==> src/include/mb_config.svh <==
// ----------------------------------------------------------
// Board-level sizes for the 8088 motherboard glue logic
// Address map assumes a 20-bit bus and ROM in the top 64 KB
// RAM decode covers four banks below 256 KB only
// ----------------------------------------------------------
`ifndef MB_CONFIG_SVH
`define MB_CONFIG_SVH

// Bus widths
`define MB_ADDR_W      20
`define MB_DMA_ADDR_W  16
`define MB_DATA_W      8
`define MB_PAGE_W      4

// Port groups and DMA channels
`define MB_IO_CS_W     4   // dma, intr, timer, ppi
`define MB_DMA_CHANS   4

// Memory regions
`define MB_NUM_BANKS   4
`define MB_ROM_SELS    8
`define MB_ROM_SEGMENT 4'hF   // top nibble of ROM space

`endif

==> src/design/mb_pkg.sv <==
// ----------------------------------------------------------
// Bus types and port-group encoding shared by the glue logic
// Port groups are valid only with address bits 9 and 8 zero
// ----------------------------------------------------------
`default_nettype none

`include "mb_config.svh"

package mb_pkg;

   typedef logic [`MB_ADDR_W-1:0]    mb_addr_t;
   typedef logic [`MB_DATA_W-1:0]    mb_data_t;
   typedef logic [`MB_PAGE_W-1:0]    mb_page_t;
   typedef logic [`MB_NUM_BANKS-1:0] mb_bank_t;   // One bit per RAM bank

   // Decoded from address bits 7 to 5
   typedef enum logic [2:0] {
      port_dma      = 3'd0,
      port_intr     = 3'd1,
      port_timer    = 3'd2,
      port_ppi      = 3'd3,
      port_page     = 3'd4,
      port_nmi_mask = 3'd5,
      port_none     = 3'd6   // groups 6 and 7 both land here
   } mb_port_grp_e;

endpackage

`default_nettype wire

==> src/design/mb_sys_bus_if.sv <==
// ----------------------------------------------------------
// Formed system bus cycle, one cycle behind the CPU/DMA pins
// Commands are active high here, unlike the board pins
// ----------------------------------------------------------
`timescale 1ns/1ps
`default_nettype none

interface mb_sys_bus_if;
   import mb_pkg::*;

   mb_addr_t addr;
   logic     aen;       // DMA owns the bus
   logic     ior;
   logic     iow;
   logic     memr;
   logic     memw;
   logic     refresh;   // Channel 0 acknowledged

   modport source (
      output addr, aen, ior, iow, memr, memw, refresh
   );

   modport sink (
      input addr, aen, ior, iow, memr, memw, refresh
   );

endinterface

`default_nettype wire

==> src/design/mb_addr_former.sv <==
// ----------------------------------------------------------
// Latches the CPU address on ALE or forms the DMA address
// from the page register; all bus outputs are registered
// Page entry of the lowest active dack wins, entry 0 if none
// ----------------------------------------------------------
`timescale 1ns/1ps
`default_nettype none

`include "mb_config.svh"

module mb_addr_former (
   input  logic                      clk,
   input  logic                      reset_n,
   input  mb_pkg::mb_addr_t          cpu_addr_i,
   input  logic                      ale_i,
   input  logic [`MB_DMA_ADDR_W-1:0] dma_addr_i,
   input  logic [`MB_DMA_CHANS-1:0]  dack_n_i,
   input  logic                      ior_n_i,
   input  logic                      iow_n_i,
   input  logic                      memr_n_i,
   input  logic                      memw_n_i,
   input  mb_pkg::mb_data_t          data_i,
   input  logic                      page_wr_i,
   input  logic                      aen_brd_i,
   input  logic                      dma_aen_i,
   mb_sys_bus_if.source              bus_o
);
   import mb_pkg::*;

   mb_page_t   page_q [`MB_DMA_CHANS];
   logic [1:0] page_sel;
   mb_addr_t   addr_q;

   // Lowest-numbered acknowledged channel picks the page
   always_comb begin
      page_sel = '0;
      for (int i = `MB_DMA_CHANS - 1; i >= 0; i--) begin
         if (!dack_n_i[i])
            page_sel = 2'(i);
      end
   end

   always_ff @(posedge clk) begin
      if (!reset_n) begin
         for (int i = 0; i < `MB_DMA_CHANS; i++)
            page_q[i] <= '0;
      end else if (page_wr_i) begin
         page_q[addr_q[1:0]] <= data_i[`MB_PAGE_W-1:0];   // Port offset picks entry
      end
   end

   always_ff @(posedge clk) begin
      if (!reset_n) begin
         addr_q       <= '1;   // Decodes to no port and no RAM
         bus_o.aen    <= 1'b0;
         bus_o.ior    <= 1'b0;
         bus_o.iow    <= 1'b0;
         bus_o.memr   <= 1'b0;
         bus_o.memw   <= 1'b0;
         bus_o.refresh <= 1'b0;
      end else begin
         if (dma_aen_i)
            addr_q <= {page_q[page_sel], dma_addr_i};
         else if (ale_i)
            addr_q <= cpu_addr_i;
         bus_o.aen     <= aen_brd_i;
         bus_o.ior     <= ~ior_n_i;
         bus_o.iow     <= ~iow_n_i;
         bus_o.memr    <= ~memr_n_i;
         bus_o.memw    <= ~memw_n_i;
         bus_o.refresh <= ~dack_n_i[0];
      end
   end

   assign bus_o.addr = addr_q;

   // CPU must not strobe an address once DMA drives the bus
   a_no_ale_in_dma: assert property (@(posedge clk) disable iff (!reset_n)
      !(ale_i && dma_aen_i));

endmodule

`default_nettype wire

==> src/design/mb_io_decoder.sv <==
// ----------------------------------------------------------
// Port decoder for the lower 1 KB of I/O space
// Chip selects ignore the command, as the board's 74LS138 does
// Everything is blocked while DMA owns the bus
// ----------------------------------------------------------
`timescale 1ns/1ps
`default_nettype none

`include "mb_config.svh"

module mb_io_decoder (
   mb_sys_bus_if.sink              bus_i,
   output logic [`MB_IO_CS_W-1:0]  io_cs_n_o,
   output logic                    page_wr_o,
   output logic                    nmi_mask_wr_o
);
   import mb_pkg::*;

   mb_port_grp_e grp;

   always_comb begin
      grp = port_none;
      if (bus_i.addr[9:8] == 2'b00 && !bus_i.aen) begin
         case (bus_i.addr[7:5])
            3'd0:    grp = port_dma;
            3'd1:    grp = port_intr;
            3'd2:    grp = port_timer;
            3'd3:    grp = port_ppi;
            3'd4:    grp = port_page;
            3'd5:    grp = port_nmi_mask;
            default: grp = port_none;
         endcase
      end
   end

   assign io_cs_n_o[0] = (grp != port_dma);
   assign io_cs_n_o[1] = (grp != port_intr);
   assign io_cs_n_o[2] = (grp != port_timer);
   assign io_cs_n_o[3] = (grp != port_ppi);

   // Register writes on the board itself
   assign page_wr_o     = (grp == port_page) && bus_i.iow;
   assign nmi_mask_wr_o = (grp == port_nmi_mask) && bus_i.iow;

   // A port cycle is never a read and a write at once
   always_comb begin
      a_one_cmd: assert final ($onehot0({bus_i.ior, bus_i.iow}));
   end

endmodule

`default_nettype wire

==> src/design/mb_mem_decoder.sv <==
// ----------------------------------------------------------
// ROM selects, RAM RAS/CAS and the row/column address switch
// A single register replaces the board's delay line
// RAM decode is limited to 256 KB in four 64 KB banks
// ----------------------------------------------------------
`timescale 1ns/1ps
`default_nettype none

`include "mb_config.svh"

module mb_mem_decoder (
   input  logic                     clk,
   input  logic                     reset_n,
   mb_sys_bus_if.sink               bus_i,
   output logic [`MB_ROM_SELS-1:0]  rom_cs_n_o,
   output mb_pkg::mb_bank_t         ras_n_o,
   output mb_pkg::mb_bank_t         cas_n_o,
   output logic                     addr_sel_o
);
   import mb_pkg::*;

   logic     rom_rd;
   logic     ram_hit;
   logic     rasc;      // Any memory command
   logic     ram_cyc;   // Normal RAM access, not refresh
   logic     dly_q;
   mb_bank_t bank_sel;

   assign rom_rd  = bus_i.memr && (bus_i.addr[19:16] == `MB_ROM_SEGMENT);
   assign ram_hit = (bus_i.addr[19:18] == 2'b00);
   assign rasc    = bus_i.memr || bus_i.memw;
   assign ram_cyc = rasc && ram_hit && !bus_i.refresh;

   assign bank_sel = mb_bank_t'(1) << bus_i.addr[17:16];

   // One 8 KB ROM socket per select
   assign rom_cs_n_o = rom_rd ? ~(`MB_ROM_SELS'(1) << bus_i.addr[15:13]) : '1;

   always_comb begin
      if (bus_i.memr && bus_i.refresh)
         ras_n_o = '0;   // Refresh strobes every bank
      else if (ram_cyc)
         ras_n_o = ~bank_sel;
      else
         ras_n_o = '1;
   end

   // Stands in for the delay tap after RAS
   always_ff @(posedge clk) begin
      if (!reset_n)
         dly_q <= 1'b0;
      else
         dly_q <= ram_cyc;
   end

   assign addr_sel_o = dly_q && ram_cyc;   // Switch to column address
   assign cas_n_o    = (dly_q && ram_cyc) ? ~bank_sel : '1;

   // Several rows open at once only when DMA channel 0 refreshes
   a_multi_ras_refresh: assert property (@(posedge clk) disable iff (!reset_n)
      !$onehot0(~ras_n_o) |-> bus_i.refresh && bus_i.aen);

endmodule

`default_nettype wire

==> src/design/mb_hold_ctrl.sv <==
// ----------------------------------------------------------
// Hold-acknowledge chain handing the bus to the DMA controller
// Grant waits for a passive CPU status and no bus lock
// hrq_i has to stay high until the bus enable has risen
// ----------------------------------------------------------
`timescale 1ns/1ps
`default_nettype none

module mb_hold_ctrl (
   input  logic       clk,
   input  logic       reset_n,
   input  logic       hrq_i,
   input  logic [2:0] status_n_i,
   input  logic       lock_n_i,
   output logic       holda_o,
   output logic       aen_brd_o,
   output logic       dma_aen_o
);

   logic idle_req;
   logic idle_q;
   logic holda_q;
   logic aen_q;
   logic dma_q;

   // Passive status means the CPU is between bus cycles
   assign idle_req = hrq_i && (status_n_i == 3'b111) && lock_n_i;

   always_ff @(posedge clk) begin
      if (!reset_n) begin
         idle_q  <= 1'b0;
         holda_q <= 1'b0;
         aen_q   <= 1'b0;
         dma_q   <= 1'b0;
      end else begin
         idle_q <= idle_req;

         if (!hrq_i)
            holda_q <= 1'b0;   // Release starts right away
         else if (idle_q)
            holda_q <= 1'b1;   // Held until the request drops

         aen_q <= holda_q;
         dma_q <= aen_q;   // DMA address drivers enable last
      end
   end

   assign holda_o   = holda_q;
   assign aen_brd_o = aen_q;
   assign dma_aen_o = dma_q;

   // Bus enable only takes effect under a live acknowledge
   a_aen_under_holda: assert property (@(posedge clk) disable iff (!reset_n)
      $rose(aen_brd_o) |-> holda_o);

endmodule

`default_nettype wire

==> src/design/mb_nmi_ctrl.sv <==
// ----------------------------------------------------------
// NMI mask register and I/O channel-check latch
// nmi_o lags its cause by one clock
// ----------------------------------------------------------
`timescale 1ns/1ps
`default_nettype none

module mb_nmi_ctrl (
   input  logic             clk,
   input  logic             reset_n,
   input  mb_pkg::mb_data_t data_i,
   input  logic             nmi_mask_wr_i,
   input  logic             pck_i,
   input  logic             io_ch_ck_n_i,
   input  logic             enable_io_ck_n_i,
   output logic             nmi_o
);

   logic mask_q;
   logic chk_q;
   logic pck_q;

   always_ff @(posedge clk) begin
      if (!reset_n) begin
         mask_q <= 1'b0;
         chk_q  <= 1'b0;
         pck_q  <= 1'b0;
      end else begin
         if (nmi_mask_wr_i)
            mask_q <= data_i[7];   // Bit 7 enables NMI
         if (enable_io_ck_n_i)
            chk_q <= 1'b0;
         else if (!io_ch_ck_n_i)
            chk_q <= 1'b1;
         pck_q <= pck_i;
      end
   end

   assign nmi_o = mask_q && (pck_q || chk_q);

endmodule

`default_nettype wire

==> src/design/motherboard_glue.sv <==
// ----------------------------------------------------------
// System-board glue for an 8088 PC on a single clock
// Board command pins are active low, bus enables active high
// Decoded outputs appear one cycle after the bus pins
// ----------------------------------------------------------
`timescale 1ns/1ps
`default_nettype none

`include "mb_config.svh"

module motherboard_glue (
   input  logic                      clk,
   input  logic                      reset_n,
   input  mb_pkg::mb_addr_t          cpu_addr_i,
   input  logic                      ale_i,
   input  logic                      ior_n_i,
   input  logic                      iow_n_i,
   input  logic                      memr_n_i,
   input  logic                      memw_n_i,
   input  logic [2:0]                status_n_i,
   input  logic                      lock_n_i,
   input  logic                      hrq_i,
   input  logic [`MB_DMA_ADDR_W-1:0] dma_addr_i,
   input  logic [`MB_DMA_CHANS-1:0]  dack_n_i,
   input  mb_pkg::mb_data_t          data_i,
   input  logic                      pck_i,
   input  logic                      io_ch_ck_n_i,
   input  logic                      enable_io_ck_n_i,
   output logic [`MB_IO_CS_W-1:0]    io_cs_n_o,
   output logic [`MB_ROM_SELS-1:0]   rom_cs_n_o,
   output mb_pkg::mb_bank_t          ras_n_o,
   output mb_pkg::mb_bank_t          cas_n_o,
   output logic                      addr_sel_o,
   output logic                      holda_o,
   output logic                      aen_o,
   output logic                      dma_aen_n_o,
   output logic                      nmi_o
);

   logic page_wr;
   logic nmi_mask_wr;
   logic aen_brd;
   logic dma_aen;

   mb_sys_bus_if sys_bus ();

   mb_addr_former u_addr_former (
      .clk        (clk),
      .reset_n    (reset_n),
      .cpu_addr_i (cpu_addr_i),
      .ale_i      (ale_i),
      .dma_addr_i (dma_addr_i),
      .dack_n_i   (dack_n_i),
      .ior_n_i    (ior_n_i),
      .iow_n_i    (iow_n_i),
      .memr_n_i   (memr_n_i),
      .memw_n_i   (memw_n_i),
      .data_i     (data_i),
      .page_wr_i  (page_wr),
      .aen_brd_i  (aen_brd),
      .dma_aen_i  (dma_aen),
      .bus_o      (sys_bus)
   );

   mb_io_decoder u_io_decoder (
      .bus_i         (sys_bus),
      .io_cs_n_o     (io_cs_n_o),
      .page_wr_o     (page_wr),
      .nmi_mask_wr_o (nmi_mask_wr)
   );

   mb_mem_decoder u_mem_decoder (
      .clk        (clk),
      .reset_n    (reset_n),
      .bus_i      (sys_bus),
      .rom_cs_n_o (rom_cs_n_o),
      .ras_n_o    (ras_n_o),
      .cas_n_o    (cas_n_o),
      .addr_sel_o (addr_sel_o)
   );

   mb_hold_ctrl u_hold_ctrl (
      .clk        (clk),
      .reset_n    (reset_n),
      .hrq_i      (hrq_i),
      .status_n_i (status_n_i),
      .lock_n_i   (lock_n_i),
      .holda_o    (holda_o),
      .aen_brd_o  (aen_brd),
      .dma_aen_o  (dma_aen)
   );

   mb_nmi_ctrl u_nmi_ctrl (
      .clk              (clk),
      .reset_n          (reset_n),
      .data_i           (data_i),
      .nmi_mask_wr_i    (nmi_mask_wr),
      .pck_i            (pck_i),
      .io_ch_ck_n_i     (io_ch_ck_n_i),
      .enable_io_ck_n_i (enable_io_ck_n_i),
      .nmi_o            (nmi_o)
   );

   assign aen_o       = aen_brd;
   assign dma_aen_n_o = ~dma_aen;   // Board pin is active low

endmodule

`default_nettype wire

==> config.mk <==
export PLATFORM = sky130hd
export DESIGN_NAME = motherboard_glue
export DESIGN_NICKNAME = d
export VERILOG_FILES = /design/src/design/mb_pkg.sv /design/src/design/mb_sys_bus_if.sv /design/src/design/mb_addr_former.sv /design/src/design/mb_io_decoder.sv /design/src/design/mb_mem_decoder.sv /design/src/design/mb_hold_ctrl.sv /design/src/design/mb_nmi_ctrl.sv /design/src/design/motherboard_glue.sv
export VERILOG_INCLUDE_DIRS = /design/src /design/src/include
export SDC_FILE = /design/constraint.sdc
export NUM_CORES = 1
export LEC_CHECK = 0
export ABC_CLOCK_PERIOD_IN_PS = 2400
export BUFFER_PORTS_ARGS = -buffer_cell sky130_fd_sc_hd__buf_2
export CORE_MARGIN = 10
export CORE_UTILIZATION = 50
export DETAILED_ROUTE_END_ITERATION = 10
export PLACE_DENSITY = 0.8
export SLEW_MARGIN = 10
export SYNTH_ARGS = -nofsm -noshare
export SYNTH_HDL_FRONTEND = slang
export SYNTH_HIERARCHICAL = 1
export SYNTH_SLANG_ARGS = --single-unit
==> constraint.sdc <==
create_clock -name clk -period 2.4 [get_ports clk]
set_input_delay 0.12 -clock clk [delete_from_list [all_inputs] [get_ports clk]]
set_output_delay 0.12 -clock clk [all_outputs]
set_load 0.05 [all_outputs]
==> results.ini <==
[global_route]
grtUsageTotal_pct = 13.3
antenna_found_initial = 0
grt_pass1_wl_um = 8140
grt_max_degree = 34
grt_pass1_vias = 1777
overflow = 0

[finish]
final_cell_area_um2 = 2730
nNetsFinal = 347
area_growth_pct = 23.2
regMostFlops = u_addr_former/page_q
largest_register_ffs = 16
diodes = 0
drive_gt1_share_pct = 36.1
fin_util_pct = 63.2

[routing]
wl_um = 4970
dr.pass1.iters = 4
vias = 1793
drc = 0
ant_nets = 0
drt_iter0_markers = 90
vias_per_cell = 5.32
detail_route.wl_per_cell_um = 14.7

[timing]
finalMaxSlewViolations = 0
worstMarginPinSlew_ps = 662
max_freq_mhz = 476
worst_slack_ps = 298
period_share_pct = 87.6
setup-tns-final_ps = 0
relSlewSlack_pct = 55.5
skew_ps = 7.50
hold_viol = 0
rsz0062_at_grt = false
finalSetupViolCount = 0
fin_crit_ps = 2100

[placed_design]
postPlaceCellArea_um2 = 2570
gp_congestion = 0.769
portBuffers = 71
preCtsSetupSlack_ps = 331
dp_hpwl_um = 3910

[power_and_ir_drop]
leakagePower_uw = 0.00114
power.density_nw_per_um2 = 575
fin_total_pwr_uw = 1570
vdd.ir_drop.worst_mv = 0.417

[synthesis]
synth_area_per_cell_um2 = 10.6
yosys_warnings = 6
synthesis.area_um2 = 2220
synth_cells = 209
syn_nets = 272

[setup_path]
cp_top_family = simple AND/OR/NAND/NOR gates
cp_cell_sequence = or3_4 -> nor4_1 -> buf_4 -> nand2_1 -> nor3b_2 -> nand2b_1
worstSetupPathType = flop to flop
endpoint_kind = flop
cp.required_ps = 2400
slowest_stage = or3_4
critical_path_buf_inv_count = 1
crit_path_start_kind = flop
crit_fanout = 7
slowest_delay_ps = 390
arrival_ps = 2100

[clock_network]
postCtsSetupBuffers = 0
cts_buffers = 5
clock_latency_ps = 300
clock_path_buffers = 2
h-tree-depth = 2
cts.sinks = 43
clkTransAtPathRegs_ps = 80
clock_tree.root_cell = clkbuf_8
cts_tree = built

[floorplan]
die_area_um2 = 7500
fp.dieW_um = 86.6
pin_count = 88
core_um2 = 4320
die_y_um = 86.6
rows = 24
initial_core_util_pct = 51.3

[outcome]
status = complete, no violations

[hold_path]
hp-class = primary input to flop

[flow_run]
cap_viol_max_count = 0

-- repair_timing --
action / 4_1_cts / 5_1_grt
gates resized for setup: 0 / 0
hold buffers: 4 / 0
endpoints found under the hold margin: 4 / 0
-- power breakdown --
group	internal (µW)	leakage, µW	switching (µW)
Clock	342	0.0000618	246
Combinational	87.7	0.000691	86.5
Sequential	783	0.000387	26.8
Total	1210	0.00114	359
-- per-layer routing --
| metal | up-vias | wire [µm] | global-route usage (%) |
|---|---|---|---|
| met1 | 811 | 2040 | 14.5 |
| met4 | 0 | 56 | 4.42 |
| met2 | 60 | 2380 | 22.0 |
| met5 | - | 0 | 0 |
| met3 | 6 | 490 | 6.38 |
| li1 | 916 | - | - |
-- cell type report --
cell class	instances	area, µm²
clock buffer	6	82.6
sequential	43	1020
fill	371	1590
clock inverter	2	38.8
tap	52	65.1
multi-input combinational	148	1080
timing repair buffer	78	418
inverter	8	30.0
-- layout by cell type, fill, tap and decap left out, types with 2 or more instances in the layout --
cell type and instances:
a21oi_1 6, a22o_1 3, a31oi_1 7, and2_1 16, and2_2 3, and3_1 6, and4b_1 2, buf_2 71
buf_4 3, clkbuf_8 6, dfxtp_1 27, dlygate4sd3_1 4, edfxtp_1 16, inv_1 8, mux2_4 10, mux2i_1 15
nand2_1 19, nand2b_1 2, nand3_1 5, nand3b_1 4, nand4_1 11, nor2_1 6, nor2b_1 8, nor3b_2 3
nor4_1 3, o2111ai_1 3, o21ai_0 2, or3_1 2, or4_1 2
-- path summary, 6_finish.rpt --
check / startpoint / to / slack (ps) / depth (start not counted)
max: u_addr_former/bus_o.addr[9]$_SDFFE_PN1P_ / u_addr_former/page_q[1][1]$_SDFFCE_PN0P_ / 300 / 6
min reg2reg: u_hold_ctrl/idle_q$_SDFF_PN0_ / u_hold_ctrl/holda_o$_SDFFE_PN0P_ / 450 / 2
min: pck_i / u_nmi_ctrl/pck_q$_SDFF_PN0_ / 30 / 2
max reg2reg: u_addr_former/bus_o.addr[9]$_SDFFE_PN1P_ / u_addr_former/page_q[1][1]$_SDFFCE_PN0P_ / 300 / 6
-- stage by stage --
stage	instances	hold WS, ps
3_3_place_gp	325	277
2_1_floorplan	209	190
6_report	337	27.4
4_1_cts	337	25.2
3_5_place_dp	325	287
5_1_grt	337	25.4
No activity file was read; power rests on OpenSTA's default activity.
